==> config.mk <==
export PLATFORM = sky130hd
export DESIGN_NAME = peak_tracker
export DESIGN_NICKNAME = d
export VERILOG_FILES = /design/src/hdl/peak_tracker.sv
export SDC_FILE = /design/constraint.sdc
export NUM_CORES = 1
export LEC_CHECK = 0
export ABC_AREA = 1
export BUFFER_PORTS_ARGS = -buffer_cell sky130_fd_sc_hd__clkbuf_2
export CAP_MARGIN = 15
export CORE_MARGIN = 2
export CORE_UTILIZATION = 49
export CTS_CLUSTER_SIZE = 10
export DETAILED_ROUTE_END_ITERATION = 10
export PLACE_DENSITY_LB_ADDON = 0.3
export SLEW_MARGIN = 20
export SYNTH_ARGS = -nofsm -noshare
export SYNTH_HDL_FRONTEND = slang
export SYNTH_SLANG_ARGS = --single-unit
==> constraint.sdc <==
create_clock -name clk -period 3.06 [get_ports clk]
set_input_delay 0.153 -clock clk [delete_from_list [all_inputs] [get_ports clk]]
set_output_delay 0.153 -clock clk [all_outputs]
set_load 0.05 [all_outputs]
==> src/hdl/peak_tracker.sv <==
`default_nettype none

module peak_tracker (
    input  wire logic        clk,
    input  wire logic        rst_n,
    input  wire logic        clear,
    input  wire logic        update,
    input  wire logic        publish,
    input  wire logic [23:0] total,
    output logic      [23:0] max_total,
    output logic      [23:0] min_total
);

    logic [23:0] run_max;  // Over the current redraw.
    logic [23:0] run_min;

    always_ff @(posedge clk or negedge rst_n) begin
        if (!rst_n) begin
            run_max   <= '0;
            run_min   <= '1;
            max_total <= '0;
            min_total <= '1;
        end else begin
            if (clear) begin
                run_max <= '0;  // Fresh window each redraw.
                run_min <= '1;
            end else if (update) begin
                if (total > run_max)
                    run_max <= total;
                if (total < run_min)
                    run_min <= total;
            end
            if (publish) begin
                max_total <= run_max;  // Outputs move only at frame end.
                min_total <= run_min;
            end
        end
    end

    // One history read per strobe, never on the clearing cycle.
    assert property (@(posedge clk) disable iff (!rst_n) !(clear && update));

endmodule

`default_nettype wire

==> impl_metrics.tcl <==
set metrics [dict create \
    cp.required_ns 3.32 \
    clock-root-buffer "clkbuf_8" \
    ys_ff_latch 96 \
    drive_gt1_frac 0.259 \
    hold_depth 3 \
    pwr-share-clk 0.226 \
    antenna_found_initial 0 \
    yosys-top-cells-count "128 x nand2_1, 63 x inv_1, 61 x nor2_1, 60 x a21oi_1, 55 x nand3_1" \
    grt_max_degree 70 \
    r2r_setup_slack_ns 0.27 \
    clk_latency_ns 0.38 \
    cts_num_sinks 96 \
    hold_start "total[0]" \
    worst_r2r_endpoint "run_max[11]" \
    worstSetupPathType "flip-flop to flip-flop" \
    cap_violations 0 \
    p_int_mw 2.02 \
    cts_setup_buffers 0 \
    die_area_um2 11400 \
    portBuffers 76 \
    p_switching_mw 1.19 \
    ir_drop_uv 339 \
    synth_edf_count 0 \
    drc_errors 0 \
    core-area_um2 10300 \
    drtAntennaViolNets 0 \
    yosysUniqueCellTypes 29 \
    hp-class "input port to flip-flop" \
    r2r_start "run_max[15]" \
    yosysMostFrequentCell "nand2_1" \
    min_period_over_period 0.913 \
    timing.fmax_mhz 358 \
    seqPwrFrac 0.484 \
    max_slew.worst_pin.slew_ns 1.10 \
    start_util 0.502 \
    syn_area_per_cell_um2 8.61 \
    ff2ff_path_depth 10 \
    arrival_ns 3.05 \
    cp-startpoint "run_max[15]" \
    yosys-top-cells-area "dfstp_2 24%, dfrtp_1 23%, ha_1 11%" \
    relSlewSlack 0.261 \
    synth_top_area_share 0.243 \
    hpwl_um 8320 \
    io_pins 77 \
    grt_overflow 0 \
    cts-buffers-inserted 9 \
    synthArstFlopShare 1.00 \
    die_h_um 107 \
    synth_nets 678 \
    path_max_fanout 25 \
    setup_viol 0 \
    cp-end-kind "flip-flop" \
    cts_tree "built" \
    viasPerCell 5.16 \
    clock_skew_ns 0.0142 \
    diodes 0 \
    critPathCapture "run_max[11]" \
    p_per_area_nw_per_um2 552 \
    startpoint_type "flip-flop" \
    grt_pass1_wl_um 19700 \
    gp_congestion 0.799 \
    comb_power_share 0.290 \
    cts_buffer_depth 2 \
    synth-main-ff-cell "dfstp_2" \
    final.setup.tns_ns 0 \
    rows 37 \
    rsz0062_at_grt "false" \
    wl_per_cell_um 14.3 \
    p_sw_frac 0.370 \
    p_leak_nw 3.07 \
    areaGrowthSynthToFinish_pct 12.0 \
    seq_area_frac_synth 0.475 \
    yosysWarningCount 0 \
    wl_um 11600 \
    grt_pass1_vias 4106 \
    path_clk_slew_ns 0.10 \
    h-tree-depth 3 \
    drt_iter0_drc 250 \
    drt_pre_antenna_iters 6 \
    outcome "complete, no violations" \
    synth_top_area_cell "dfstp_2" \
    hold_ws_ns 0.0285 \
    vias 4173 \
    min_period_ns 2.79 \
    crit_path_cell_trace "inv_1, ha_1, nand2_1, nor2_1, nand4_1, nor2_1, a21boi_2, nand2_2, nand3_1, nand2_1" \
    hold_viol 0 \
    nets 743 \
    die_w_um 107 \
    slowest_stage "a21boi_2" \
    slowest_delay_ns 0.86 \
    final-max-slew-violation-count 0 \
    grt.total_usage 0.220 \
    synthCells 602 \
    syn-cell-area_um2 5190 \
]
-- worst min-delay path by stage --
stage / slack, ns / endpoint
2_1_floorplan: -0.14 / max_total[0]
3_3_place_gp: 0.32 / max_total[14]
3_5_place_dp: 0.33 / max_total[13]
4_1_cts: 0.02 / run_max[0]
5_1_grt: 0.07 / run_max[0]
6_report: 0.03 / run_max[0]
-- layout make-up --
cell class	count	area (µm²)
clock buffer	12	135
clock inverter	4	21.3
fill	965	4510
inverter	64	240
multi-input combinational	414	2340
sequential	96	2460
tap	136	170
timing repair buffer	82	443
-- sequential cells by signal, indices dropped and copies added, names as in the netlist --
signal / flops
max_total: 24
min_total: 24
run_max: 24
run_min: 24
-- layout by cell type, fill, tap and decap left out --
master           n
nand2_1        128
clkbuf_2        74
inv_1           62
nor2_1          61
a21oi_1         60
nand3_1         55
dfrtp_1         48
dfstp_2         48
ha_1            47
nand4_1         26
or2_2           18
clkbuf_8         9
buf_4            5
a21o_1           3
clkinv_2         3
clkbuf_1         3
nand3_2          2
nor3_1           2
inv_2            2
nand2_4          2
mux2_2           2
o21ai_0          1
a21boi_2         1
nand2_2          1
nor3_4           1
and2b_2          1
nand3b_1         1
a21oi_4          1
nand2_8          1
inv_4            1
dlygate4sd3_1    1
buf_2            1
buf_12           1
-- stage by stage --
stage          power (mW)  instance area, µm²  worst slack (ns)  std cells  utilization
3_5_place_dp         2.51                5640             0.254        791        0.547
5_1_grt              3.41                5810            0.0416        808        0.563
2_1_floorplan        2.27                5190              1.18        602            -
4_1_cts              3.23                5810             0.253        808        0.563
3_3_place_gp         2.48                5640             0.389        791        0.547
6_report             3.21                5810             0.266        808        0.563
-- what timing repair did --
item	4_1_cts	5_1_grt
hold endpoints to repair	48	0
gates resized for setup	0	0
hold buffers	1	0
-- power groups by stage --
stage,clock [mW],combinational (mW),sequential (mW)
floorplan,0,0.428,1.84
global placement,0,0.911,1.57
detailed placement,0,0.936,1.57
CTS,0.742,0.940,1.55
global route,0.798,1.04,1.57
finish,0.724,0.930,1.55
-- worst max-delay path: cells and delay by family (launching register included) --
kind                       cells  cell delay [ns]
DFF                            1             0.36
adders and majority gates      1             0.28
AOI/OAI and AO/OA              1             0.86
buffers and inverters          1             0.06
and+or+nand+nor                7             1.12
-- routing by layer --
layer / up-vias / wire (µm) / GRT usage / part of all wire
li1: 2091 / - / - / -
met3: 20 / 593 / 0.0413 / 0.051
met1: 1957 / 5300 / 0.291 / 0.46
met5: - / 0 / 0 / 0
met4: 0 / 375 / 0.0937 / 0.032
met2: 105 / 5310 / 0.355 / 0.46
-- cell families (layout without fill, tap and decap cells) --
| kind of cell | after synthesis | count (layout) | share of synthesized area |
|---|---|---|---|
| AOI/OAI and AO/OA | 66 | 66 | 0.0685 |
| and+or+nand+nor | 299 | 299 | 0.264 |
| DFF | 96 | 96 | 0.475 |
| buffers and inverters | 92 | 162 | 0.0745 |
| muxes | 2 | 2 | 0.00434 |
| adders and majority gates | 47 | 47 | 0.113 |
Power figures use the tool's default switching activity.
