$ cat config.mk
export PLATFORM = sky130hd
export DESIGN_NAME = bar_scaler
export DESIGN_NICKNAME = d
export VERILOG_FILES = /design/src/hdl/plot_geom_pkg.sv /design/src/hdl/bar_scaler.sv
export SDC_FILE = /design/constraint.sdc
export NUM_CORES = 1
export LEC_CHECK = 0
export BUFFER_PORTS_ARGS = -buffer_cell sky130_fd_sc_hd__buf_2
export CORE_MARGIN = 2
export CORE_UTILIZATION = 30
export DETAILED_ROUTE_END_ITERATION = 10
export PLACE_DENSITY_LB_ADDON = 0.3
export RECOVER_POWER = 50
export SLEW_MARGIN = 40
export SYNTH_ARGS = -nofsm -noshare
export SYNTH_HDL_FRONTEND = slang
export SYNTH_SLANG_ARGS = --single-unit
$ cat constraint.sdc
create_clock -name vclk -period 6.6
set_input_delay 1.32 -clock vclk [all_inputs]
set_output_delay 1.32 -clock vclk [all_outputs]
set_load 0.01 [all_outputs]
$ cat src/hdl/plot_geom_pkg.sv
`default_nettype none

package plot_geom_pkg;

    //////////////////////////////////////////////////
    // Memory words and addresses.
    //////////////////////////////////////////////////
    typedef logic [15:0] word_t;  // One RGB565 pixel or ring field.
    typedef logic [9:0]  addr_t;  // Word address into the 1K RAM.

    localparam int MEM_WORDS = 1024;
    localparam int BURST_LEN = 4;  // Words per burst.

    // Four words moved by one request, word 0 at addr.
    typedef logic [0:BURST_LEN-1][15:0] burst_t;

    //////////////////////////////////////////////////
    // Screen geometry, shrunk to a narrow stride.
    //////////////////////////////////////////////////
    localparam int LINE_STRIDE = 32;  // Words per screen line.
    localparam int PLOT_BASE   = 32;  // Screen line 1, first plot row.
    localparam int X_START     = 4;   // First bar column, burst aligned.
    localparam int X_END       = 20;  // Clip column and last burst start.

    // Ring of history slots.
    // Slot layout: count, total[23:16], total[15:8], total[7:0].
    localparam int RING_BASE = 768;

endpackage

`default_nettype wire

$ cat src/hdl/bar_scaler.sv
`default_nettype none

module bar_scaler (
    input  wire plot_geom_pkg::word_t count,
    input  wire logic [1:0]           gain_shift,
    output plot_geom_pkg::addr_t      bar_end,
    output logic                      marker_ok
);

    logic [16:0] scaled;  // One spare bit so the offset cannot wrap.

    // Gain is a divide by 1, 2, 4 or 8.
    assign scaled = 17'(plot_geom_pkg::X_START) + 17'(count >> gain_shift);

    //////////////////////////////////////////////////
    // Clip at the right edge of the plot.
    //////////////////////////////////////////////////
    always_comb begin
        if (scaled >= 17'(plot_geom_pkg::X_END)) begin
            bar_end   = plot_geom_pkg::addr_t'(plot_geom_pkg::X_END);  // Full row.
            marker_ok = 1'b0;  // No room for a marker.
        end else begin
            bar_end   = plot_geom_pkg::addr_t'(scaled);
            marker_ok = 1'b1;
        end
    end

endmodule

`default_nettype wire

==> results, run 1 <==
- Internal power comes to 32.1 uW.
- The initial antenna violation count is 0.
- Dividing the synthesized area by the synthesized cell count gives 7.35 sq um.
- Buffers inserted to repair hold after CTS numbered 0.
- The final hold violation count was 0.
- Setup repair after global routing left no endpoint under its margin.
- The upper clock frequency limit is 169 MHz.
- The netlist uses 48 different library cells.
- Headroom to the max-slew limit came out at 48.4%.
- The fraction of synthesized cell area taken by the top area cell type is 16.3%.
- The peak ir drop on the vdd network is 0.0214 mV.
- The core box area is 0.00334 sq mm.
- The initial utilization of the core area, before any placement, comes to 31.3%.
- The number of nets in the finished design is 177.
- Post-CTS timing repair inserted 0 buffers for setup.
- The number of global-route vias before repair came to 1028.
- The minimum clock period is 5.93 ns.
- The worst path uses 89.8% of the clock period.
- The total congestion overflow after global routing is 0.
- The type of the tightest min-delay check is in -> out.
- The fraction of final layout cells sized beyond drive strength 1 is 23.9%.
- The total half-perimeter wirelength after legalization and detailed placement is 2.19 mm.
- The first global-routing pass estimated 4.83 mm of wire.
- Yosys attributes the largest share of cell area to mux2i_1 (16%), mux2_2 (12%), nand4_1 (4.2%).
- Buffers placed on the I/O ports in this run total 24.
- The power dissipated by switching net loads is 44.2 uW.
- The design has 0 sequential cells.
- The number of placed I/O pins is 29.
- The detail-routed net length per standard cell is 14.1 um.
- On the worst path, the slowest cell contributes a delay of 0.59 ns.
- The layer flagged by global routing as most heavily used is met2.
- The die is 63.0 um tall.
- Summed over all instances, the cell type with the most area after synthesis is mux2i_1.
- The footprint of the flip-flops and latches is 0 sq um.
- The final-report max-slew violation count came to 0.
- Global routing used 21.3% of the available met1 tracks.
- For this run, design rule violations remaining after detail routing come to 0.
- The total number of placement rows is 21.
- The aggregate global-route resource usage is 14.0%.
- The routing usage on met2 is 22.6%.
- Max-cap violations in this run came to 0.
- The number of diodes is 0.
- Data on the critical path arrives at its endpoint at 4.61 ns.
- Summing the sequential cell areas from Yosys gives 0% of the chip area.
- The share of total power dissipated in combinational logic is 100.0%.
- From synthesis to final layout, the design area changed by 8.99%.
- The run finished with clean final reports.
- The analysis attributes to cell leakage a power of 0.470 nW.
- Setup violations remaining at the end of the flow were counted as 0.
- In this run switching power makes up 57.9% of total power.
- Using the TritonRoute via totals, the vias-per-cell ratio works out to 5.55.
- Yosys printed 0 warnings.
- The worst setup path is launched from a primary input.
- The number of cells produced by synthesis is 142.
- Across all layers, the routed design uses 1116 vias.
- The share of total power dissipated in the clock network is 0%.
- The signal on the critical path passes through clkbuf_2 > mux2_1 > mux2i_1 > inv_1 > ha_1 > inv_1 > a211o_1 > a2111o_1 > mux2_2 > and2_4 > or4_1 > buf_2.
- Once detail routing completed, the nets flagged for antenna violations numbered 0.
- For the worst setup path, the data required time is 5.28 ns.
- From left edge to right edge, the die measures 63.0 um.
- Wires add up to 2.83 mm.
- The largest net degree at the start of global routing is 36.
- Among the stages of the critical path, the cell type that occurs most often is inv_1.
- Of all nets on the critical path, the largest fanout is 35.
- The clock buffers instantiated in the layout total 0.
- Once layout is complete, the utilization of the core stands at 34.1%.
- The first detailed-routing pass took 4 iterations.
- The worst setup path is of the in -> out kind.
- For this block, the initial DRC count from the detailed router was 62.
- The area of the die is 0.00397 sq mm.
- Dividing total power by cell area gives a power density of 67.1 mW/mm^2.
- The global routing met3 resource utilization is 1.08%.
- Routability-driven placement finished with a final weighted congestion of 0.746.
- The post-cts resize count is 0.
- STA classifies the critical path endpoint as an output pin.
- The share of total power dissipated in sequential elements is 0%.
- The measured slew at the worst slew-check pin is 0.773 ns.
- The total negative slack is 0 ns.
- In this run the cell area of the synthesized design comes to 0.00104 sq mm.
- The library cell contributing the largest single delay on the critical path is clkbuf_2.
-- power by group through the flow --
stage	Sequential, mW	Combinational [mW]	Clock [mW]
6_report	0	0.0763	0
2_1_floorplan	0	0.0603	0
3_5_place_dp	0	0.0755	0
5_1_grt	0	0.0849	0
3_3_place_gp	0	0.0743	0
4_1_cts	0	0.0760	0
-- path summary, 6_finish.rpt --
path,startpoint,depth (start not counted),slack (ns),end
worst max-delay path,gain_shift[1],12,0.67,bar_end[4]
worst min-delay path,count[0],5,3.26,bar_end[0]
-- stage by stage --
stage                     power [mW]  cells  hold slack, ns  setup WS (ns)  cell area (sq um)
after floorplan               0.0603    146            3.03           1.20               1060
after global placement        0.0743    201            3.20          0.827               1140
after detailed placement      0.0755    201            3.24          0.777               1140
after CTS                     0.0760    201            3.25          0.752               1140
after global routing          0.0849    201            3.34          0.475               1140
final                         0.0763    201            3.26          0.673               1140
-- worst max-delay path, delay by kind of cell --
family | cells | cell delay [ns]
AO/OA/AOI/OAI | 2 | 0.33
adder cells (fa/ha/maj) | 1 | 0.25
multiplexers | 3 | 1.13
AND/OR/NAND/NOR | 2 | 0.67
buffers and inverters | 4 | 0.91
-- area by class of cell --
type	instances	area, sq um
Tap cell	46	57.6
Fill cell	379	2200
Multi-Input combinational cell	123	927
Inverter	7	26.3
Timing Repair Buffer	25	126
-- layout by cell type (no fill, tap or decap), types with 2 or more instances in the layout --
cell type and instances:
a21oi_1 7, a2bb2oi_1 2, buf_2 22, conb_1 5
ha_1 2, inv_1 7, mux2_2 10, mux2i_1 17
nand2_1 9, nand3_1 6, nand4_1 7, nand4b_1 3
nor2_1 6, nor3_1 4, nor3b_1 3, nor4b_1 2
o21ai_0 6, o311ai_0 2, o31ai_1 2, o32ai_1 2
or4_1 2, xnor2_1 3
-- layer usage --
layer,part of all wire [%],wire (um)
met2,45,1270
met4,0,0
met5,0,0
met1,51,1440
met3,4.2,118
-- cells by family (layout without fill, tap and decap cells) --
| kind of cell | Yosys count | after routing | synth area share, % |
|---|---|---|---|
| adder cells (fa/ha/maj) | 2 | 2 | 2.40 |
| XOR/XNOR | 3 | 3 | 2.52 |
| AO/OA/AOI/OAI | 34 | 34 | 23.6 |
| buffers and inverters | 23 | 32 | 12.6 |
| multiplexers | 29 | 29 | 30.7 |
| AND/OR/NAND/NOR | 50 | 50 | 27.8 |
| other | 1 | 5 | 0.359 |
-- synth_stat cells, types with 3 or more instances --
cell	number
a21oi_1	7
buf_2	3
buf_4	5
buf_6	3
clkbuf_1	4
inv_1	7
mux2_2	11
mux2i_1	17
nand2_1	9
nand3_1	6
nand4_1	7
nand4b_1	3
nor2_1	6
nor3_1	4
nor3b_1	3
o21ai_0	6
xnor2_1	3
Note: power is estimated with default switching activity, not from simulation.
==> run 2, diff against run 1 <==
--- a/config.mk
+++ b/config.mk
@@ -6,7 +6,6 @@
 export NUM_CORES = 1
 export LEC_CHECK = 0
 export BUFFER_PORTS_ARGS = -buffer_cell sky130_fd_sc_hd__buf_2
-export CORE_MARGIN = 2
 export CORE_UTILIZATION = 30
 export DETAILED_ROUTE_END_ITERATION = 10
 export PLACE_DENSITY_LB_ADDON = 0.3
==> run 2 against run 1 <==
- design area unchanged
- flip-flop and latch count unchanged
- count of clock-buffer cells in the layout unchanged
- combinational power about the same
- first-iteration DRC count decreased by 1.6%
- cell count unchanged
- global-route usage increased by 0.91 points
- critical path depth unchanged
- power increased by 0.35%
- worst setup slack improved by 0.022 ns
- critical path type unchanged
- largest power group unchanged
==> results, run 2 (same netlist as run 1, synthesis figures left out) <==
- The remaining routing DRC violations came to 0 (unchanged).
- The kind of start point of the critical path is a primary input.
- The max-capacitance violation count is 0 (unchanged).
- The final cell count without fillers is 201 (unchanged).
- The total congestion overflow after global routing is 0 (unchanged).
- The final-report max-slew violation count is 0 (unchanged).
- The number of placed I/O pins is 29 (unchanged).
- The number of nets in the finished design came to 177 (unchanged).
- The aggregate global-route resource usage came to 14.9% (+0.91 points).
- The initial antenna violation count came to 0 (unchanged).
- The area of the die is 0.00372 sq mm (-6.3%).
- The count of final setup violators is 0 (unchanged).
- The top fanout value on the critical path is 35 (unchanged).
- The cell internal power dissipation came to 32.1 uW (-0.10%).
- The vertical extent of the die is 61.0 um (-3.2%).
- The clock buffer instance count of the final layout is 0 (unchanged).
- The final hold violation count is 0 (unchanged).
- The final period utilization is 89.5% (-0.34 points).
- The number of DRC markers after the initial detailed-route iteration is 61 (-1.6%).
- The last weighted congestion value of the routability-driven placer came to 0.809 (+8.5%).
- The sequential cell count of the final layout is 0 (unchanged).
- The worst hold path cell count is 5 (unchanged).
- The peak ir drop on the vdd network is 0.0222 mV (+3.8%).
- In the layout the commonest cells are buf_2 (22), mux2i_1 (17), mux2_2 (10), nand2_1 (9).
- The path with the worst hold slack has its endpoint at bar_end[0].
- The buffer count from post-CTS setup fixing is 0 (unchanged).
- The antenna violation net count after detailed routing is 0 (unchanged).
- The fraction of final layout cells sized beyond drive strength 1 is 23.9% (unchanged).
- The switching power share of the total was 58.1% (+0.19 points).
- The ratio of routed vias to standard cells is 5.65 (+1.7%).
- The wire length after detailed routing is 2.76 mm (-2.4%).
- The final design instance area without fill was 0.00114 sq mm (unchanged).
- The total number of placement rows came to 21 (unchanged).
- The upper clock frequency limit is 169 MHz (+0.37%).
- The count of buffers from port buffering is 24 (unchanged).
- The leakage component of the power was 0.470 nW (about the same).
- The beginning of the worst hold path is count[0].
- The number of diodes was 0 (unchanged).
- The measured slew at the worst slew-check pin was 0.777 ns (+0.00315 ns).
- The horizontal die dimension came to 61.0 um (-3.2%).
- The footprint of the flip-flops and latches is 0 sq um (unchanged).
- The post-cts resize count is 0 (unchanged).
- The data required time at the worst endpoint is 5.28 ns (about the same).
- The total half-perimeter wirelength after legalization and detailed placement is 2.15 mm (-2.1%).
- The number of buffers added to fix hold violations after cts is 0 (unchanged).
- The endpoint class of the critical path is an output pin.
- The core box area came to 0.00334 sq mm (unchanged).
- The worst max-slew margin expressed relative to the limit was 48.2% (-0.21 points).
- The combinational share of power is 100.0% (about the same).
- The via count of the routed design is 1135 (+1.7%).
- The total placed cells including tap cells is 201 (unchanged).
- The initial cell density of the core is 31.3% (unchanged).
- The power dissipated by switching net loads was 44.5 uW (+0.68%).
- The minimum clock period is 5.90 ns (-0.0221 ns).
- The area added between synthesis and finish is 8.99% (unchanged).
- The portion of total power attributed to sequential cells is 0% (unchanged).
- The flow ran to the end, and the final reports show no timing, DRC or antenna violations.
- The number of filler instances in the final layout is 378 (-0.26%).
- The clock share of power is 0% (unchanged).
- The library cell used most frequently in the layout, excluding fill and tap cells, is buf_2.
- The data arrival time of the worst path is 4.58 ns (-0.03 ns).
- The standard cell area after detailed placement is 0.00114 sq mm (unchanged).
- The type of the tightest min-delay check is in -> out.
- The detail-routed net length per standard cell is 13.7 um (-2.4%).
- The power per cell area is 67.3 mW/mm^2 (+0.35%).
- The total negative slack was 0 ns (unchanged).
- The number of global-route vias before repair was 988 (-3.9%).
- The wire length of the first global-routing pass came to 4.43 mm (-8.3%).
- The detailed-router iteration count before antenna repair came to 5 (+1).
- The largest net degree at the start of global routing was 36 (unchanged).
- Setup repair after global routing left no endpoint under its margin.
- The critical path is of the in -> out type.
## run 2: cell counts in the layout (fill, tap and decap cells not counted)
Identical to the previous run, type by type.
## run 2: metal layers
layer  up-vias  track usage, %  routed length [um]
met1       531            22.7                1380
met3         0           0.213                 122
met2        28            25.0                1260
li1        576               -                   -
met4         0               0                   0
met5         -               0                   0
## run 2: how the worst max path moves through the flow
stage,startpoint,end,slack (ns),depth (start not counted)
finish,gain_shift[1],bar_end[4],0.70,12
global route,gain_shift[1],bar_end[4],0.44,12
CTS,gain_shift[1],bar_end[4],0.79,12
detailed placement,gain_shift[1],bar_end[4],0.80,12
global placement,gain_shift[1],bar_end[4],0.84,12
floorplan,gain_shift[0],bar_end[4],1.20,12
## run 2: critical path: stages
cell	delay [ns]
clkbuf_2	0.59
mux2_1	0.45
mux2i_1	0.29
inv_1	0.08
ha_1	0.24
inv_1	0.09
a211o_1	0.13
a2111o_1	0.17
mux2_2	0.38
and2_4	0.15
or4_1	0.51
buf_2	0.16
## run 2: power by group through the flow
stage / Combinational (mW) / Sequential (mW) / Clock, mW
2_1_floorplan: 0.0603 / 0 / 0
3_3_place_gp: 0.0744 / 0 / 0
3_5_place_dp: 0.0754 / 0 / 0
4_1_cts: 0.0758 / 0 / 0
5_1_grt: 0.0844 / 0 / 0
6_report: 0.0766 / 0 / 0
## run 2: final cells by class
cell class	instances	area [sq um]	area share (%)
Multi-Input combinational cell	123	927	81.5
Timing Repair Buffer	25	126	11.1
Tap cell	46	57.6	5.06
Inverter	7	26.3	2.31
## run 2: metrics by stage
stage	power, mW	setup WS (ns)	util [%]	hold slack (ns)
global route	0.0844	0.444	34.1	3.24
finish	0.0766	0.695	34.1	3.20
global placement	0.0744	0.845	34.1	3.20
detailed placement	0.0754	0.801	34.1	3.21
floorplan	0.0603	1.20	-	3.03
CTS	0.0758	0.787	34.1	3.21
==> run 3, diff against run 2 <==
--- a/config.mk
+++ b/config.mk
@@ -5,7 +5,9 @@
 export SDC_FILE = /design/constraint.sdc
 export NUM_CORES = 1
 export LEC_CHECK = 0
+export ABC_AREA = 1
 export BUFFER_PORTS_ARGS = -buffer_cell sky130_fd_sc_hd__buf_2
+export CORE_ASPECT_RATIO = 1.4
 export CORE_UTILIZATION = 30
 export DETAILED_ROUTE_END_ITERATION = 10
 export PLACE_DENSITY_LB_ADDON = 0.3
==> run 3 against run 2 <==
- largest cell class unchanged
- critical path type unchanged
- global-route usage shrank 0.68 points
- utilization decreased by 0.42 points
- first-iteration DRC count shrank 74%
- sequential share of layout area unchanged
- routed wire length up 3.8%
- die area grew 11%
- critical endpoint is now bar_end[0]
==> results, run 3 <==
- The number of buffers added to fix hold violations after cts is 0 (unchanged).
- The detailed-router iteration count before antenna repair is 4 (-1).
- The core box area is 0.00368 sq mm (+10%).
- The remaining routing DRC violations is 0 (unchanged).
- The total congestion overflow after global routing was 0 (unchanged).
- After global routing, the most crowded layer is met2.
- The initial cell density of the core is 31.7% (+0.42 points).
- The total half-perimeter wirelength after legalization and detailed placement is 2.44 mm (+14%).
- The global routing met1 resource utilization is 17.7% (-4.9 points).
- The sequential cell count of the final layout is 0 (unchanged).
- The number of warning messages in the yosys log is 0 (unchanged).
- From synthesis to final layout, the design area changed by 6.23%.
- The detail-routed net length per standard cell came to 10.0 um (-27%).
- The synthesized area divided by synthesized cell count is 5.09 sq um (-31%).
- The wire length of the first global-routing pass is 4.62 mm (+4.4%).
- The count of final setup violators is 0 (unchanged).
- The buffer count from post-CTS setup fixing is 0 (unchanged).
- The portion of the post-synthesis area used by sequential elements is 0% (unchanged).
- The final-report max-slew violation count is 0 (unchanged).
- The vertical extent of the die is 75.7 um (+24%).
- After synthesis, the largest family of logic cells by area is simple AND/OR/NAND/NOR gates.
- After synthesis, the cell types taking the most area are nand2_1 (30%), nand3_1 (13%), nand3_2 (8.6%).
- The worst max-slew margin expressed relative to the limit is 56.2% (+8.0 points).
- The total placed cells including tap cells is 286 (+42%).
- The total negative slack is 0 ns (unchanged).
- The largest net degree at the start of global routing is 24 (-33%).
- The final design utilization is 33.7% (-0.42 points).
- The number of filler instances in the final layout is 450 (+19%).
- The peak ir drop on the vdd network came to 0.0194 mV (-12%).
- The area of the die is 0.00414 sq mm (+11%).
- The number of global-route vias before repair is 1163 (+18%).
- The power per cell area is 68.5 mW/mm^2 (+1.7%).
- The data arrival time of the worst path is 4.05 ns (-0.53 ns).
- The count of buffers from port buffering is 24 (unchanged).
- The most common cell in the synthesized netlist is nand2_1.
- The final cell count without fillers is 286 (+42%).
- The adder-cell share of the synthesized area is 2.15% (-0.25 points).
- The total number of placement rows is 26 (+24%).
- The footprint of the flip-flops and latches is 0 sq um (unchanged).
- The fraction of synthesized cell area taken by the top area cell type is 29.6% (+13 points).
- Leaving out fill and tap cells, the most frequent cells in the layout are nand2_1 (93), nand3_1 (31), buf_2 (24), nor2_1 (20), inv_1 (18).
- The fraction of final layout cells sized beyond drive strength 1 was 26.2% (+2.4 points).
- The number of placed I/O pins is 29 (unchanged).
- The wire length after detailed routing is 2.87 mm (+3.8%).
- Setup repair after global routing left no endpoint under its margin.
- The minimum clock period was 5.37 ns (-0.536 ns).
- The initial antenna violation count came to 0 (unchanged).
- The clock buffer instance count of the final layout is 0 (unchanged).
- The flow ran to the end, and the final reports show no timing, DRC or antenna violations.
- The global routing met3 resource utilization is 0.200% (-0.014 points).
- The worst setup path endpoint is bar_end[0].
- The antenna violation net count after detailed routing is 0 (unchanged).
- The top fanout value on the critical path is 22 (-37%).
- The area of the mapped netlist is 0.00116 sq mm (+12%).
- The mux cell area share after synthesis is 0% (-31 points).
- The final period utilization is 81.3% (-8.1 points).
- The measured slew at the worst slew-check pin came to 0.656 ns (-0.120 ns).
- The via count of the routed design is 1365 (+20%).
- The number of DRC markers after the initial detailed-route iteration is 16 (-74%).
- STA classifies the critical path endpoint as an output pin.
- The startpoint identified for the worst hold timing path is count[3].
- The routing usage on met2 is 26.5% (+1.5 points).
- The biggest area contributor in the post-synthesis netlist is nand2_1.
- The unique cell type count in the Yosys netlist is 25 (-48%).
- The kind of critical path is in -> out.
- The commonest non-fill, non-tap cell in the layout is nand2_1.
- The number of cells produced by synthesis is 229 (+61%).
- The last weighted congestion value of the routability-driven placer is 0.843 (+4.2%).
- The most critical setup path has its startpoint at gain_shift[1].
- The type of the tightest min-delay check is in -> out.
- The worst setup path is launched from a primary input.
- The data required time at the worst endpoint is 5.28 ns (about the same).
- The compound-gate portion of the synthesized area is 3.65% (-20 points).
- The final hold violation count came to 0 (unchanged).
- The number of nets in the finished design was 266 (+50%).
- The horizontal die dimension is 54.7 um (-10%).
- The leakage component of the power is 0.706 nW (+50%).
- The fraction of the mapped netlist area in simple logic gates came to 77.1% (+49 points).
- The post-cts resize count is 0 (unchanged).
- The aggregate global-route resource usage is 14.2% (-0.68 points).
- The upper clock frequency limit came to 186 MHz (+10%).
- The max-capacitance violation count came to 0 (unchanged).
- The commonest cells after synthesis are nand2_1 (92), nand3_1 (31), nor2_1 (19).
- The ratio of routed vias to standard cells is 4.77 (-15%).
- The number of diodes is 0 (unchanged).
- The xor-xnor portion of the synthesized cell area is 0.752% (-1.8 points).
[run 3: cell count changes after synthesis, sizes merged, moves of 3 or more]
cell    previous run  this run
nand2              9       107
nand3              6        42
nor2               6        28
mux2i             17         0
inv                7        23
mux2              11         0
a21oi              7         0
nand4              7         2
nor3               4         0
nand4b             3         0
nor3b              3         0
xnor2              3         0
[run 3: worst min path at each step]
stage | endpoint | depth (start not counted)
2_1_floorplan | bar_end[0] | 4
3_3_place_gp | bar_end[0] | 6
3_5_place_dp | bar_end[0] | 6
4_1_cts | bar_end[0] | 6
5_1_grt | bar_end[0] | 6
6_report | bar_end[0] | 6
[run 3: cells by family after synthesis]
logic type | after synthesis
compound gates | 7
buf+inv | 36
fa+ha+maj | 2
simple gates | 182
other cells | 1
xor+xnor | 1
[run 3: per-layer routing]
metal | vias to the layer above | routed length, um
li1 | 737 | -
met1 | 597 | 1280
met2 | 27 | 1470
met3 | 4 | 68
met4 | 0 | 51
met5 | - | 0
[run 3: where the power goes]
group          switching, mW  internal [mW]
sequential                 0              0
combinational         0.0579         0.0268
clock                      0              0
total                 0.0579         0.0268
[run 3: cell type report]
class	count	area, sq um	share of cell area [%]
multi-input combinational	197	978	79.1
tap	42	52.6	4.25
timing repair buffer	24	120	9.71
inverter	23	86.3	6.98
[run 3: worst max-delay path, cell delays in order]
cell	delay, ns
buf_2	0.23
inv_1	0.55
nand2_1	0.12
nand2_1	0.24
ha_1	0.24
nand3_2	0.09
nor2_1	0.36
nand3_2	0.13
nand2_1	0.10
nand2_1	0.05
nor2_1	0.08
nand2_1	0.08
nor2_4	0.11
nand3_2	0.10
nor2_1	0.10
buf_2	0.13
[run 3: per-stage QoR]
stage	setup WS (ns)	hold WS (ns)	total power, mW	cell area, sq um
after CTS	1.53	3.15	0.0866	1250
after floorplan	2.39	2.87	0.0712	1180
after detailed placement	1.54	3.15	0.0863	1250
final	1.23	3.13	0.0847	1240
after global routing	0.845	3.18	0.0963	1240
after global placement	1.56	3.16	0.0866	1250
