$ cat config.mk
export PLATFORM = sky130hd
export DESIGN_NAME = scroll_plot_engine_flat
export DESIGN_NICKNAME = d
export VERILOG_FILES = /design/src/hdl/plot_geom_pkg.sv /design/src/hdl/rgb565_color_pkg.sv /design/src/hdl/burst_if.sv /design/src/hdl/scroll_plot_engine.sv /design/src/flat_wrapper.sv
export SDC_FILE = /design/constraint.sdc
export NUM_CORES = 1
export LEC_CHECK = 0
export BUFFER_PORTS_ARGS = -buffer_cell sky130_fd_sc_hd__buf_4
export CORE_MARGIN = 8
export CORE_UTILIZATION = 55
export CTS_CLUSTER_DIAMETER = 150
export DETAILED_ROUTE_END_ITERATION = 8
export MAX_ROUTING_LAYER = met4
export PLACE_DENSITY = 0.94
export SYNTH_ARGS = -nofsm -noshare
export SYNTH_HDL_FRONTEND = slang
export SYNTH_SLANG_ARGS = --single-unit
$ cat constraint.sdc
create_clock -name clk -period 5.3 [get_ports clk]
set_input_delay 0.53 -clock clk [delete_from_list [all_inputs] [get_ports clk]]
set_output_delay 0.53 -clock clk [all_outputs]
set_load 0.02 [all_outputs]
$ cat src/hdl/plot_geom_pkg.sv
`default_nettype none

package plot_geom_pkg;

    //////////////////////////////////////////////////
    // Memory words and addresses.
    //////////////////////////////////////////////////
    typedef logic [15:0] word_t;  // One RGB565 pixel or ring field.
    typedef logic [9:0]  addr_t;  // Word address into the 1K RAM.

    localparam int MEM_WORDS = 1024;
    localparam int BURST_LEN = 4;  // Words per burst.

    // Four words moved by one request, word 0 at addr.
    typedef logic [0:BURST_LEN-1][15:0] burst_t;

    //////////////////////////////////////////////////
    // Screen geometry, shrunk to a narrow stride.
    //////////////////////////////////////////////////
    localparam int LINE_STRIDE = 32;  // Words per screen line.
    localparam int PLOT_BASE   = 32;  // Screen line 1, first plot row.
    localparam int X_START     = 4;   // First bar column, burst aligned.
    localparam int X_END       = 20;  // Clip column and last burst start.

    // Ring of history slots.
    // Slot layout: count, total[23:16], total[15:8], total[7:0].
    localparam int RING_BASE = 768;

endpackage

`default_nettype wire

$ cat src/hdl/rgb565_color_pkg.sv
`default_nettype none

package rgb565_color_pkg;

    // RGB565 is 5 bits red, 6 bits green, 5 bits blue.
    localparam logic [15:0] BAR_COLOR  = 16'hFE19;  // Pink bar.
    localparam logic [15:0] BG_COLOR   = 16'h0000;  // Black background.
    localparam logic [15:0] MARK_COLOR = 16'h07E0;  // Green marker.

endpackage

`default_nettype wire

$ cat src/hdl/burst_if.sv
`default_nettype none

// Four-word burst link between the engine and the RAM.
interface burst_if;

    plot_geom_pkg::addr_t  addr;    // First word of the burst.
    plot_geom_pkg::burst_t wdata;   // Write payload, word 0 first.
    plot_geom_pkg::burst_t rdata;   // Read payload, valid with done.
    logic                  rd_req;  // Level, held until done.
    logic                  wr_req;  // Level, held until done.
    logic                  done;    // One-cycle completion pulse.

    modport engine (
        output addr, wdata, rd_req, wr_req,
        input  rdata, done
    );

    modport mem (
        input  addr, wdata, rd_req, wr_req,
        output rdata, done
    );

endinterface

`default_nettype wire

$ cat src/hdl/scroll_plot_engine.sv
`default_nettype none

module scroll_plot_engine #(
    parameter int NUM_POINTS = 8
) (
    input  wire logic                 clk,
    input  wire logic                 rst_n,
    input  wire logic                 en,
    input  wire logic                 sample_valid,
    input  wire plot_geom_pkg::word_t sample_count,
    input  wire logic [23:0]          sample_total,
    burst_if.engine                   bus,
    output plot_geom_pkg::word_t      count_q,
    input  wire plot_geom_pkg::addr_t bar_end,
    input  wire logic                 marker_ok,
    output logic                      trk_clear,
    output logic                      trk_update,
    output logic                      trk_publish,
    output logic      [23:0]          trk_total,
    output logic                      frame_done
);

    localparam int SW = (NUM_POINTS > 1) ? $clog2(NUM_POINTS) : 1;

    typedef logic [SW-1:0] slot_t;

    typedef enum logic [3:0] {
        S_CLR, S_START, S_READ, S_SCALE, S_ROW, S_MARK, S_DONE, S_IDLE, S_INSERT
    } state_t;

    state_t               state;
    slot_t                rd_ptr;       // Oldest slot, drawn in the top row.
    slot_t                row;          // Row, or slot while clearing.
    plot_geom_pkg::addr_t row_base;     // First word of the current row.
    plot_geom_pkg::addr_t x;            // Current burst column.
    plot_geom_pkg::addr_t bar_q;        // Bar end of the current row.
    logic                 mark_q;
    logic                 have_sample;  // No marker before the first sample.
    logic                 pending;      // Strobe waiting for the next redraw.
    logic                 busy;
    plot_geom_pkg::word_t cnt_lat;
    logic [23:0]          tot_lat;

    assign busy = bus.rd_req || bus.wr_req;

    function automatic plot_geom_pkg::addr_t slot_addr(input slot_t s);
        return plot_geom_pkg::addr_t'(plot_geom_pkg::RING_BASE
                                      + int'(s) * plot_geom_pkg::BURST_LEN);
    endfunction

    function automatic plot_geom_pkg::burst_t fill(input plot_geom_pkg::word_t c);
        return {plot_geom_pkg::BURST_LEN{c}};
    endfunction

    // Latest strobe wins.
    always_ff @(posedge clk) begin
        if (sample_valid) begin
            cnt_lat <= sample_count;
            tot_lat <= sample_total;
        end
    end

    //////////////////////////////////////////////////
    // Main sequencer.
    //////////////////////////////////////////////////
    always_ff @(posedge clk or negedge rst_n) begin
        if (!rst_n) begin
            state       <= S_CLR;
            rd_ptr      <= '0;
            row         <= '0;
            row_base    <= plot_geom_pkg::addr_t'(plot_geom_pkg::PLOT_BASE);
            x           <= plot_geom_pkg::addr_t'(plot_geom_pkg::X_START);
            bar_q       <= '0;
            mark_q      <= 1'b0;
            have_sample <= 1'b0;
            pending     <= 1'b0;
            bus.addr    <= '0;
            bus.wdata   <= '0;
            bus.rd_req  <= 1'b0;
            bus.wr_req  <= 1'b0;
            count_q     <= '0;
            trk_clear   <= 1'b0;
            trk_update  <= 1'b0;
            trk_publish <= 1'b0;
            trk_total   <= '0;
            frame_done  <= 1'b0;
        end else begin
            trk_clear   <= 1'b0;
            trk_update  <= 1'b0;
            trk_publish <= 1'b0;
            frame_done  <= trk_publish;  // Tracker outputs are settled by now.
            // A burst in flight always runs to done.
            if (en || busy) begin
                case (state)
                    S_CLR: begin  // Zero every ring slot.
                        if (!busy) begin
                            bus.addr   <= slot_addr(row);
                            bus.wdata  <= '0;
                            bus.wr_req <= 1'b1;
                        end else if (bus.done) begin
                            bus.wr_req <= 1'b0;
                            row        <= row + 1'b1;
                            if (row == slot_t'(NUM_POINTS - 1)) begin
                                row   <= '0;
                                state <= S_START;  // Redraw of zeros paints the background.
                            end
                        end
                    end
                    S_START: begin
                        trk_clear <= 1'b1;
                        row       <= '0;
                        row_base  <= plot_geom_pkg::addr_t'(plot_geom_pkg::PLOT_BASE);
                        state     <= S_READ;
                    end
                    S_READ: begin  // Fetch the slot shown in this row.
                        if (!busy) begin
                            bus.addr   <= slot_addr(slot_t'(rd_ptr + row));
                            bus.rd_req <= 1'b1;
                        end else if (bus.done) begin
                            bus.rd_req <= 1'b0;
                            count_q    <= bus.rdata[0];
                            trk_total  <= {bus.rdata[1][7:0], bus.rdata[2][7:0],
                                           bus.rdata[3][7:0]};
                            trk_update <= 1'b1;
                            state      <= S_SCALE;
                        end
                    end
                    S_SCALE: begin  // Scaler output settles off count_q.
                        bar_q  <= bar_end;
                        mark_q <= marker_ok;
                        x      <= plot_geom_pkg::addr_t'(plot_geom_pkg::X_START);
                        state  <= S_ROW;
                    end
                    S_ROW: begin  // Five bursts across the row.
                        if (!busy) begin
                            bus.addr   <= row_base + x;
                            bus.wdata  <= fill((x + plot_geom_pkg::addr_t'(3) <= bar_q) ?
                                               rgb565_color_pkg::BAR_COLOR :
                                               rgb565_color_pkg::BG_COLOR);
                            bus.wr_req <= 1'b1;
                        end else if (bus.done) begin
                            bus.wr_req <= 1'b0;
                            if (x != plot_geom_pkg::addr_t'(plot_geom_pkg::X_END)) begin
                                x <= x + plot_geom_pkg::addr_t'(plot_geom_pkg::BURST_LEN);
                            end else if (row != slot_t'(NUM_POINTS - 1)) begin
                                row      <= row + 1'b1;
                                row_base <= row_base +
                                            plot_geom_pkg::addr_t'(plot_geom_pkg::LINE_STRIDE);
                                state    <= S_READ;
                            end else begin
                                // Bottom row is the newest; its bar sets the marker.
                                row      <= '0;
                                row_base <= plot_geom_pkg::addr_t'(plot_geom_pkg::PLOT_BASE);
                                state    <= (mark_q && have_sample) ? S_MARK : S_DONE;
                            end
                        end
                    end
                    S_MARK: begin  // Marker column down to the newest row.
                        if (!busy) begin
                            bus.addr   <= row_base + bar_q;
                            bus.wdata  <= {rgb565_color_pkg::MARK_COLOR, rgb565_color_pkg::BG_COLOR,
                                           rgb565_color_pkg::BG_COLOR, rgb565_color_pkg::BG_COLOR};
                            bus.wr_req <= 1'b1;
                        end else if (bus.done) begin
                            bus.wr_req <= 1'b0;
                            row        <= row + 1'b1;
                            row_base   <= row_base +
                                          plot_geom_pkg::addr_t'(plot_geom_pkg::LINE_STRIDE);
                            if (row == slot_t'(NUM_POINTS - 1))
                                state <= S_DONE;
                        end
                    end
                    S_DONE: begin
                        trk_publish <= 1'b1;  // frame_done one cycle later.
                        state       <= S_IDLE;
                    end
                    S_IDLE: begin
                        if (pending) begin  // Newest takes the oldest slot.
                            pending    <= 1'b0;
                            bus.addr   <= slot_addr(rd_ptr);
                            bus.wdata  <= {cnt_lat, {8'h00, tot_lat[23:16]},
                                           {8'h00, tot_lat[15:8]}, {8'h00, tot_lat[7:0]}};
                            bus.wr_req <= 1'b1;
                            state      <= S_INSERT;
                        end
                    end
                    S_INSERT: begin
                        if (bus.done) begin
                            bus.wr_req  <= 1'b0;
                            rd_ptr      <= rd_ptr + 1'b1;  // Newest now just before rd_ptr.
                            have_sample <= 1'b1;
                            state       <= S_START;
                        end
                    end
                    default: state <= S_IDLE;
                endcase
            end
            if (sample_valid)
                pending <= 1'b1;  // Overrides the take in S_IDLE.
        end
    end

    // The RAM serves one direction per burst.
    assert property (@(posedge clk) disable iff (!rst_n) !(bus.rd_req && bus.wr_req));

endmodule

`default_nettype wire

$ cat src/flat_wrapper.sv
// flat-port wrapper written by rule: the top's interface ports become plain ports
module scroll_plot_engine_flat 
#(
    parameter int NUM_POINTS = 8
)
  (clk, rst_n, en, sample_valid, sample_count, sample_total, count_q, bar_end, marker_ok, trk_clear, trk_update, trk_publish, trk_total, frame_done, bus_addr, bus_wdata, bus_rd_req, bus_wr_req, bus_rdata, bus_done);
  burst_if bus_i ();
  input  wire logic clk;
  input  wire logic rst_n;
  input  wire logic en;
  input  wire logic sample_valid;
  input  wire plot_geom_pkg::word_t sample_count;
  input  wire logic [23:0] sample_total;
  output plot_geom_pkg::word_t count_q;
  input  wire plot_geom_pkg::addr_t bar_end;
  input  wire logic marker_ok;
  output logic trk_clear;
  output logic trk_update;
  output logic trk_publish;
  output logic      [23:0] trk_total;
  output logic frame_done;
  output wire logic [$bits(bus_i.addr)-1:0] bus_addr;
  output wire logic [$bits(bus_i.wdata)-1:0] bus_wdata;
  output wire logic [$bits(bus_i.rd_req)-1:0] bus_rd_req;
  output wire logic [$bits(bus_i.wr_req)-1:0] bus_wr_req;
  input wire logic [$bits(bus_i.rdata)-1:0] bus_rdata;
  input wire logic [$bits(bus_i.done)-1:0] bus_done;
  assign bus_addr = bus_i.addr;
  assign bus_wdata = bus_i.wdata;
  assign bus_rd_req = bus_i.rd_req;
  assign bus_wr_req = bus_i.wr_req;
  assign bus_i.rdata = bus_rdata;
  assign bus_i.done = bus_done;
  scroll_plot_engine #(.NUM_POINTS(NUM_POINTS)) u_core (.clk(clk), .rst_n(rst_n), .en(en), .sample_valid(sample_valid), .sample_count(sample_count), .sample_total(sample_total), .bus(bus_i), .count_q(count_q), .bar_end(bar_end), .marker_ok(marker_ok), .trk_clear(trk_clear), .trk_update(trk_update), .trk_publish(trk_publish), .trk_total(trk_total), .frame_done(frame_done));
endmodule
==> metrics.md, run 1 <==
| Metric | Value |
|---|---|
| Status | finished clean |
| Startpoint type of the worst setup path | register |
| Die area | 17820 sq um |
| Total CTS buffers | 17 |
| Clock power frac | 0.198 |
| Post-DP HPWL | 13090 um |
| DRT iter0 DRCs | 523 |
| Comb pwr share | 0.433 |
| CTS max path bufs | 2 |
| Mapped Cells | 642 |
| Io pins | 240 |
| GRT overflow | 0 |
| Post-synth top cells | dfrtp_1 (131), mux2_2 (47), nand2_1 (47) |
| Initial antenna violation count | 0 |
| Tmin final | 3346 ps |
| Largest area contributor in the netlist | dfrtp_1 |
| Synth area leaders | dfrtp_1 (43%), edfxtp_1 (16%), mux2_2 (7.0%) |
| Die Wd | 133.5 um |
| Power Dens Cells | 618.3 nW/um^2 |
| Post-cts sizing count | 0 |
| Sequential share of the synthesized area | 0.5967 |
| Setup ws final | 1954 ps |
| TritonCTS clock tree | built |
| Max-capacitance violation count | 0 |
| DRC Markers | 0 |
| Yosys top cell area share | 0.4316 |
| Row count | 43 |
| Worst Skew | 8.118 ps |
| GP Congestion | 0.9036 |
| Setup TNS | 0 ps |
| Post-synth EDFFs | 40 |
| Worst Hold Class | input pin to asynchronous set/reset pin |
| Internal Power | 0.003646 W |
| Syn_area_per_cell | 11.83 sq um |
| Setup violators final | 0 |
| Max IR drop VDD | 0.3926 mV |
| Initial Util | 0.5558 |
| Leakage power | 4.445 nW |
| Postcts setup bufs | 0 |
| Fin crit share | 0.6313 |
| Reg area | 4532 sq um |
| Count of different cell masters after synthesis | 60 |
| Drt first pass iters | 6 |
| CP required | 5600 ps |
| Fillers | 963 |
| Share of cells above drive strength 1 | 0.3675 |
| Hold buffers post-CTS | 0 |
| Reg clk slew, reported paths | 70 ps |
| Slew Limit Fails | 0 |
| Largest fanout on the critical path | 25 |
| IO buf count | 212 |
| DR vias | 5621 |
| Post-Route WL | 18240 um |
| P&R area growth vs syn | 28.04% |
| CTS sink cnt | 173 |
| Avg WL per Cell | 18.06 um |
| First-pass GRT wire length | 28790 um |
| Sequential Power Share | 0.369 |
| Root buffer cell | clkbuf_16 |
| H-tree levels | 4 |
| Critical Path End Type | register |
| Pre-CTS setup slack | 2016 ps |
| Hold violation count in the final report | 0 |
| Top-count cell post-synth | dfrtp_1 |
| Largest net degree at the start of global routing | 92 |
| Rel. slew slack | 0.1440 |
| Vias per inst | 5.565 |
| Die height | 133.5 um |
| Sw power | 0.002367 W |
| Final layout net count | 958 |
| Netlist Area Pre-Place | 7595 sq um |
| Fraction of registers with async set/reset | 0.7688 |
| Total GRT Usage | 0.2096 |
| RSZ-0062 raised after global routing | no |
| FMAX | 0.2989 GHz |
| Vias in the first global route | 5651 |
| N_diodes | 0 |
| Slew @ Worst Pin | 1273 ps |
| Ys Warns | 0 |
| Core area | 13670 sq um |
| CP arrival | 3650 ps |
| FF+latch count, synth | 173 |
| Multi-input gate area | 2671 sq um |
| Worst-Skew Late Latency | 430 ps |
| Net Sw Frac | 0.3936 |
| Crit Path Class | register to register |
| Total power draw | 0.006012 W |
| Final ANT Viol Nets | 0 |
| Primary FF master, synth | dfrtp_1 |
[cell usage in the layout (no fill, tap or decap), types with 3 or more instances in the layout]
cell type | netlist | final
nor3_1 | 7 | 7
mux2_2 | 47 | 47
a211oi_1 | 3 | 3
conb_1 | 1 | 3
o21ai_0 | 31 | 31
a22o_1 | 18 | 18
nand3_1 | 13 | 13
nand2b_1 | 5 | 5
buf_4 | 23 | 215
xor2_1 | 3 | 3
nor4b_1 | 3 | 3
inv_1 | 27 | 27
mux2_1 | 5 | 5
or4_1 | 3 | 3
nor2_1 | 42 | 42
clkbuf_16 | 0 | 17
a21oi_1 | 28 | 27
edfxtp_1 | 40 | 40
nand2_1 | 47 | 47
a221oi_1 | 3 | 3
ha_1 | 20 | 20
inv_6 | 0 | 5
o31ai_1 | 4 | 4
xnor2_1 | 6 | 6
nor2b_1 | 4 | 4
mux2i_1 | 4 | 4
nand4_1 | 5 | 5
a31oi_1 | 21 | 21
o211ai_1 | 4 | 4
o21ai_1 | 12 | 11
dfrtp_1 | 131 | 131
and3_1 | 3 | 3
nor4_1 | 4 | 3
a222oi_1 | 3 | 3
[sequential cells by signal (all words and copies together), names as in the netlist, 5 cells and up]
name	flops
u_core.bus.wdata	41
u_core.tot_lat	24
u_core.trk_total	24
u_core.cnt_lat	16
u_core.count_q	16
u_core.bar_q	10
u_core.bus.addr	10
u_core.x	8
u_core.row_base	5
[critical path, stage by stage, from the launching register on]
cell and delay, ps:
dfrtp_1 780, nor4bb_4 1060, mux2_2 420, ha_1 210
a21oi_1 250, inv_1 70, a21oi_1 180, xor2_1 150
a31oi_1 90
[per-layer routing]
metal / global-route usage / vias up / wire (um)
met1: 0.2351 / 2728 / 7029
met3: 0.06363 / 33 / 1401
met4: 0.09108 / 0 / 402
met5: - / - / 0
li1: - / 2622 / -
met2: 0.3415 / 238 / 9408
[cells by family (layout without fill, tap and decap cells)]
group / after synthesis / after routing / synth area share
flip-flops: 173 / 173 / 0.5967
AND/OR/NAND/NOR: 150 / 150 / 0.09522
AO/OA/AOI/OAI: 142 / 142 / 0.1216
buffers and inverters: 89 / 275 / 0.05634
multiplexers: 56 / 56 / 0.08237
adder cells (fa/ha/maj): 22 / 22 / 0.03690
XOR/XNOR: 9 / 9 / 0.01038
other: 1 / 3 / 0.0004938
[through the flow]
step                      hold WS [ps]  cells  utilization  cell area (sq um)
after CTS                        201.3   1010       0.7116               9724
after global placement           393.0    978       0.6699               9155
final                            182.4   1010       0.7116               9724
after global routing             253.9   1010       0.7116               9724
after floorplan                  234.4    644            -               7602
after detailed placement         392.6    978       0.6699               9155
[power by group through the flow]
stage / clock [W] / combinational [W] / sequential, W
floorplan: 0 / 0.00130 / 0.00254
global placement: 0 / 0.00253 / 0.00221
detailed placement: 0 / 0.00261 / 0.00223
CTS: 0.00121 / 0.00263 / 0.00222
global route: 0.00127 / 0.00282 / 0.00228
finish: 0.00119 / 0.00260 / 0.00222
[worst paths after layout]
path / endpoint / slack, ps / cells past startpoint / startpoint
max: u_core.bus.addr[8] / 1950 / 8 / u_core.state[2]
max in group asynchronous: u_core.row_base[5] / 4050 / 2 / rst_n
max reg2reg: u_core.bus.addr[8] / 1950 / 8 / u_core.state[2]
min: u_core.bar_q[4] / 180 / 1 / rst_n
min in group clk: u_core.tot_lat[3] / 270 / 1 / sample_total[3]
min reg2reg: u_core.frame_done / 400 / 0 / u_core.trk_publish
[area by class of cell]
cell class	count	share of cell area
well taps	180	0.02316
inverters	27	0.01042
multi-input cells	382	0.2747
repair buffers	216	0.1671
clock buffers	18	0.04516
clock inverters	14	0.01338
flip-flops and latches	173	0.4660
(Power assumes the default switching activity.)
==> inputs of run 2 (changes only) <==
--- a/config.mk
+++ b/config.mk
@@ -7,11 +7,11 @@
 export LEC_CHECK = 0
 export BUFFER_PORTS_ARGS = -buffer_cell sky130_fd_sc_hd__buf_4
 export CORE_MARGIN = 8
-export CORE_UTILIZATION = 55
+export CORE_UTILIZATION = 51
 export CTS_CLUSTER_DIAMETER = 150
 export DETAILED_ROUTE_END_ITERATION = 8
 export MAX_ROUTING_LAYER = met4
-export PLACE_DENSITY = 0.94
+export PLACE_DENSITY = 0.89
 export SYNTH_ARGS = -nofsm -noshare
 export SYNTH_HDL_FRONTEND = slang
 export SYNTH_SLANG_ARGS = --single-unit
==> constraint.sdc (replaced) <==
create_clock -name clk -period 3.5 [get_ports clk]
set_input_delay 0.35 -clock clk [delete_from_list [all_inputs] [get_ports clk]]
set_output_delay 0.35 -clock clk [all_outputs]
set_load 0.02 [all_outputs]
==> run 2 against run 1 <==
Effect of this change:
- sequential power is 49% higher
- highest routed layer unchanged
- design area is 0.97% higher
- hold slack worse by 160 ps
- core utilization is 3.6 points lower
- count of clock-buffer cells in the layout stayed put
- largest cell class unchanged
- global-route usage is 1.2 points lower
- first-iteration DRC count is 34% lower
- wire length is 1.1% higher
- critical path depth is 1 higher
- critical endpoint unchanged
- combinational power is 57% higher
- cell count is 1.3% higher
- total power is 54% higher
==> metrics.md, run 2 (same netlist as run 1, synthesis figures left out) <==
| Metric | Value |
|---|---|
| Status | finished clean |
| Worst r2r dst | u_core.bus.addr[8] |
| Worst Hold Class | input pin to asynchronous set/reset pin |
| Max IR drop VDD | 0.4938 mV |
| Post-Route WL | 18440 um |
| CP arrival | 2970 ps |
| Share of cells above drive strength 1 | 0.3754 |
| Setup ws final | 834.1 ps |
| Most frequent cells in the layout | buf_4 (224), dfrtp_1 (131), mux2_2 (47), nand2_1 (47), nor2_1 (42) |
| H-tree levels | 4 |
| Setup slack, reg-to-reg | 830 ps |
| Worst Skew | 12.00 ps |
| Pre-CTS setup slack | 855.5 ps |
| DRC Markers | 0 |
| Vias in the first global route | 5739 |
| Total GRT Usage | 0.1973 |
| CTS sink cnt | 173 |
| Placed cells | 991 |
| Die height | 138.0 um |
| Setup violators final | 0 |
| Drt first pass iters | 5 |
| FF-to-FF path depth | 9 |
| IO buf count | 212 |
| Net Sw Frac | 0.3948 |
| RSZ-0062 raised after global routing | no |
| Rel. slew slack | 0.2573 |
| Root buffer cell | clkbuf_16 |
| Postcts setup bufs | 0 |
| Slew Limit Fails | 0 |
| Initial antenna violation count | 0 |
| Total power draw | 0.009238 W |
| Final cell count without fillers | 1023 |
| CP required | 3800 ps |
| Die Wd | 138.0 um |
| Slew @ Worst Pin | 1114 ps |
| Post-cts sizing count | 0 |
| Initial Util | 0.5226 |
| Io pins | 240 |
| N_diodes | 0 |
| Largest net degree at the start of global routing | 122 |
| Sw power | 0.003647 W |
| CTS max path bufs | 2 |
| Total CTS buffers | 17 |
| Reg with most FFs | u_core.bus.wdata |
| Final Hold Slack | 23.86 ps |
| DRT iter0 DRCs | 347 |
| Reg clk slew, reported paths | 60 ps |
| Crit Path Class | register to register |
| Final ANT Viol Nets | 0 |
| Max-capacitance violation count | 0 |
| Core area | 14530 sq um |
| Commonest non-fill, non-tap cell in the layout | buf_4 |
| Leakage power | 4.504 nW |
| DR vias | 5628 |
| Critical Path End Type | register |
| Worst-Skew Late Latency | 430 ps |
| Sequential Power Share | 0.357 |
| P&R area growth vs syn | 29.28% |
| Comb pwr share | 0.440 |
| Die area | 19050 sq um |
| Worst r2r src | u_core.state[1] |
| Internal Power | 0.005591 W |
| Power Dens Cells | 940.9 nW/um^2 |
| FMAX | 0.3751 GHz |
| Post-DP HPWL | 13390 um |
| Hold violation count in the final report | 0 |
| Final layout net count | 967 |
| GRT overflow | 0 |
| Flip-flop count of the largest register after layout | 41 |
| First-pass GRT wire length | 29720 um |
| Hold buffers post-CTS | 0 |
| Vias per inst | 5.501 |
| Clock power frac | 0.202 |
| Largest fanout on the critical path | 16 |
| Setup TNS | 0 ps |
| TritonCTS clock tree | built |
| Largest regs | u_core.bus.wdata (41), u_core.tot_lat (24), u_core.trk_total (24) |
| Startpoint type of the worst setup path | register |
| Fin crit share | 0.7617 |
| Row count | 44 |
| GP Congestion | 0.8890 |
| Tmin final | 2666 ps |
| Avg WL per Cell | 18.02 um |
-- run 2: stage by stage --
stage,utilization,instance area [sq um]
floorplan,-,7602
global placement,0.6349,9228
detailed placement,0.6349,9228
CTS,0.6755,9818
global route,0.6755,9818
finish,0.6755,9818
-- run 2: area by class of cell --
| class | instances | area (sq um) |
|---|---|---|
| clock buffers | 18 | 439.2 |
| clock inverters | 14 | 151.4 |
| fillers | 1090 | 4716 |
| inverters | 27 | 101.3 |
| multi-input cells | 382 | 2671 |
| flip-flops and latches | 173 | 4532 |
| well taps | 184 | 230.2 |
| repair buffers | 225 | 1693 |
-- run 2: worst max path at each step --
stage                    startpoint            endpoint  slack [ps]  cells after the start
CTS                 u_core.state[1]  u_core.bus.addr[8]         830                      9
detailed placement  u_core.state[1]  u_core.bus.addr[8]         860                      8
global placement    u_core.state[0]       u_core.mark_q         870                      5
finish              u_core.state[1]  u_core.bus.addr[8]         830                      9
floorplan           u_core.state[0]  u_core.bus.addr[8]         870                     11
global route        u_core.state[1]  u_core.bus.addr[8]         580                      9
-- run 2: power groups by stage --
| stage | clock, W | combinational, W | sequential (W) |
|---|---|---|---|
| floorplan | 0 | 0.00196 | 0.00384 |
| global placement | 0 | 0.00397 | 0.00328 |
| detailed placement | 0 | 0.00410 | 0.00333 |
| CTS | 0.00190 | 0.00411 | 0.00331 |
| global route | 0.00197 | 0.00439 | 0.00341 |
| finish | 0.00187 | 0.00407 | 0.00330 |
-- run 2: worst max-delay path, cell delays in order, from the launching register on --
cell and delay, ps:
dfrtp_1 570, nor4bb_4 640, nand2_1 130, o21ai_0 140
ha_1 310, a21oi_1 270, inv_1 70, a21oi_1 180
xor2_1 150, a31oi_1 90
-- run 2: per-layer routing --
layer  GRT usage  up-vias  share of wire
met1      0.2264     2697           0.41
li1            -     2649              -
met4     0.08410        0          0.028
met3     0.06096       40          0.075
met5           -        -              0
met2      0.3153      242           0.49
==> inputs of run 3 (changes only) <==
--- a/config.mk
+++ b/config.mk
@@ -7,11 +7,11 @@
 export LEC_CHECK = 0
 export BUFFER_PORTS_ARGS = -buffer_cell sky130_fd_sc_hd__buf_4
 export CORE_MARGIN = 8
-export CORE_UTILIZATION = 51
+export CORE_UTILIZATION = 46
 export CTS_CLUSTER_DIAMETER = 150
 export DETAILED_ROUTE_END_ITERATION = 8
 export MAX_ROUTING_LAYER = met4
-export PLACE_DENSITY = 0.89
+export PLACE_DENSITY = 0.85
 export SYNTH_ARGS = -nofsm -noshare
 export SYNTH_HDL_FRONTEND = slang
 export SYNTH_SLANG_ARGS = --single-unit
==> constraint.sdc (replaced) <==
create_clock -name clk -period 2.4 [get_ports clk]
set_input_delay 0.24 -clock clk [delete_from_list [all_inputs] [get_ports clk]]
set_output_delay 0.24 -clock clk [all_outputs]
set_load 0.02 [all_outputs]
==> run 3 against run 2 <==
Effect of this change:
- count of clock-buffer cells in the layout shrank 1
- fmax is 15% higher
- largest cell class unchanged
- global-route usage about the same
- critical endpoint is now u_core.x[7]
- setup slack lost 740 ps
- design area grew 7.4%
- clock power up 47%
- hold slack worse by 5.7 ps
- clock skew rose by 2.8 ps
- total power rose by 50%
==> metrics.md, run 3 (same netlist as run 1, synthesis figures left out) <==
| Metric | Value |
|---|---|
| Reg with most FFs | u_core.bus.wdata |
| First-pass GRT wire length | 31090 um |
| Post-DP HPWL | 13860 um |
| CP arrival | 2660 ps |
| Largest fanout on the critical path | 6 |
| Met2 usage | 0.3307 |
| DR vias | 5869 |
| Most frequent cells in the layout | buf_4 (244), dfrtp_1 (131), mux2_2 (47), nand2_1 (47) |
| Drt first pass iters | 5 |
| Fin crit share | 0.9624 |
| Placed cells | 1046 |
| DRT iter0 DRCs | 311 |
| Core area | 16350 sq um |
| GP Congestion | 0.8796 |
| Total CTS buffers | 17 |
| Commonest non-fill, non-tap cell in the layout | buf_4 |
| Final design area excluding fillers | 10540 sq um |
| Setup violators final | 0 |
| Initial Util | 0.4646 |
| Die Wd | 144.5 um |
| Max-capacitance violation count | 0 |
| Total power draw | 0.01384 W |
| P&R area growth vs syn | 38.83% |
| Tmin final | 2310 ps |
| Rel. slew slack | 0.5273 |
| Largest regs | u_core.bus.wdata (41), u_core.tot_lat (24), u_core.trk_total (24) |
| DRC Markers | 0 |
| Vias per inst | 5.222 |
| Die height | 144.5 um |
| Flip-flop count of the largest register after layout | 41 |
| IO buf count | 212 |
| Hold violation count in the final report | 0 |
| CTS max path bufs | 2 |
| Final cell count without fillers | 1124 |
| Avg WL per Cell | 18.02 um |
| Root buffer cell | clkbuf_16 |
| Slew Limit Fails | 0 |
| GRT overflow | 0 |
| Worst-Skew Late Latency | 430 ps |
| Post-place instance area | 9453 sq um |
| Global-route met1 utilization | 0.2258 |
| N_diodes | 0 |
| FMAX | 0.4330 GHz |
| Crit Path Class | register to register |
| Status | finished clean |
| Met3 usage | 0.04985 |
| Io pins | 240 |
| Setup ws final | 90.30 ps |
| Slew @ Worst Pin | 703.7 ps |
| Post-Route WL | 20250 um |
| Worst Skew | 14.84 ps |
| Power Dens Cells | 1312 nW/um^2 |
| Leakage power | 4.798 nW |
| Worst Hold Class | input pin to register |
| Vias in the first global route | 6137 |
| Total GRT Usage | 0.1978 |
| Critical Path End Type | register |
| Row count | 47 |
| Max IR drop VDD | 0.9194 mV |
| Reg clk slew, reported paths | 70 ps |
| Pre-CTS setup slack | 41.39 ps |
| Share of cells above drive strength 1 | 0.3816 |
| Final ANT Viol Nets | 0 |
| Die area | 20880 sq um |
| Final layout net count | 1032 |
| Layer carrying the most global-route usage | met2 |
| Largest net degree at the start of global routing | 57 |
| CP required | 2750 ps |
| Fillers | 1267 |
| CTS sink cnt | 173 |
| Initial antenna violation count | 0 |
| Startpoint type of the worst setup path | register |
| TritonCTS clock tree | built |
| H-tree levels | 4 |
-- run 3: cell types whose count changed in the layout (fill, tap and decap cells not counted), sizes merged --
cell / before / now
dlygate4sd3: 0 / 42
buf: 225 / 248
clkinv: 4 / 7
bufinv: 1 / 0
clkbuf: 18 / 17
inv: 35 / 34
-- run 3: repair_timing --
item | 4_1_cts | 5_1_grt
setup endpoints to repair | 0 | 3
hold buffers | 42 | 0
gates resized for setup | 0 | 7
endpoints found under the hold margin | 89 | 0
buffers inserted | 0 | 4
-- run 3: layer usage --
metal  wire (um)  share of wire
met5           0              0
met4         384          0.019
met3        1465          0.072
met2       10350           0.51
met1        8048           0.40
-- run 3: metrics by stage --
stage	setup TNS, ps	utilization	hold WS, ps
5_1_grt	-22.07	0.6450	14.16
3_3_place_gp	0	0.5782	217.6
2_1_floorplan	0	-	-55.59
6_report	0	0.6450	18.14
3_5_place_dp	0	0.5782	226.9
4_1_cts	0	0.6407	7.327
-- run 3: report_power, final --
group / switching, W / internal (W)
logic: 0.00348 / 0.00285
clock network: 0.00133 / 0.00141
registers: 0.000707 / 0.00406
total: 0.00552 / 0.00832
-- run 3: worst max-delay path, cell delays in order (launching register included) --
cell      delay (ps)
dfrtp_1          410
buf_4            150
or4b_1           630
a211oi_4         280
o21ai_2          130
or4_1            480
a21oi_1          150
-- run 3: cell type report --
type                            instances  area, sq um  area share
Sequential cell                       173         4532      0.4298
Timing Repair Buffer                  290         2323      0.2204
Multi-Input combinational cell        382         2710      0.2570
Inverter                               27        101.3    0.009612
Clock buffer                           17        425.4     0.04035
Tap cell                              220        275.3     0.02611
Clock inverter                         15        176.4     0.01673
-- run 3: worst paths after layout --
check,startpoint,endpoint,slack [ps],cells past startpoint
worst max-delay path,u_core.state[3],u_core.x[7],90,6
worst max register to register,u_core.state[3],u_core.x[7],90,6
worst min-delay path,bar_end[6],u_core.bar_q[6],20,3
worst min register to register,u_core.trk_publish,u_core.frame_done,380,0
max in group asynchronous,rst_n,u_core.x[2],1260,3
min in group asynchronous,rst_n,u_core.bar_q[9],340,2
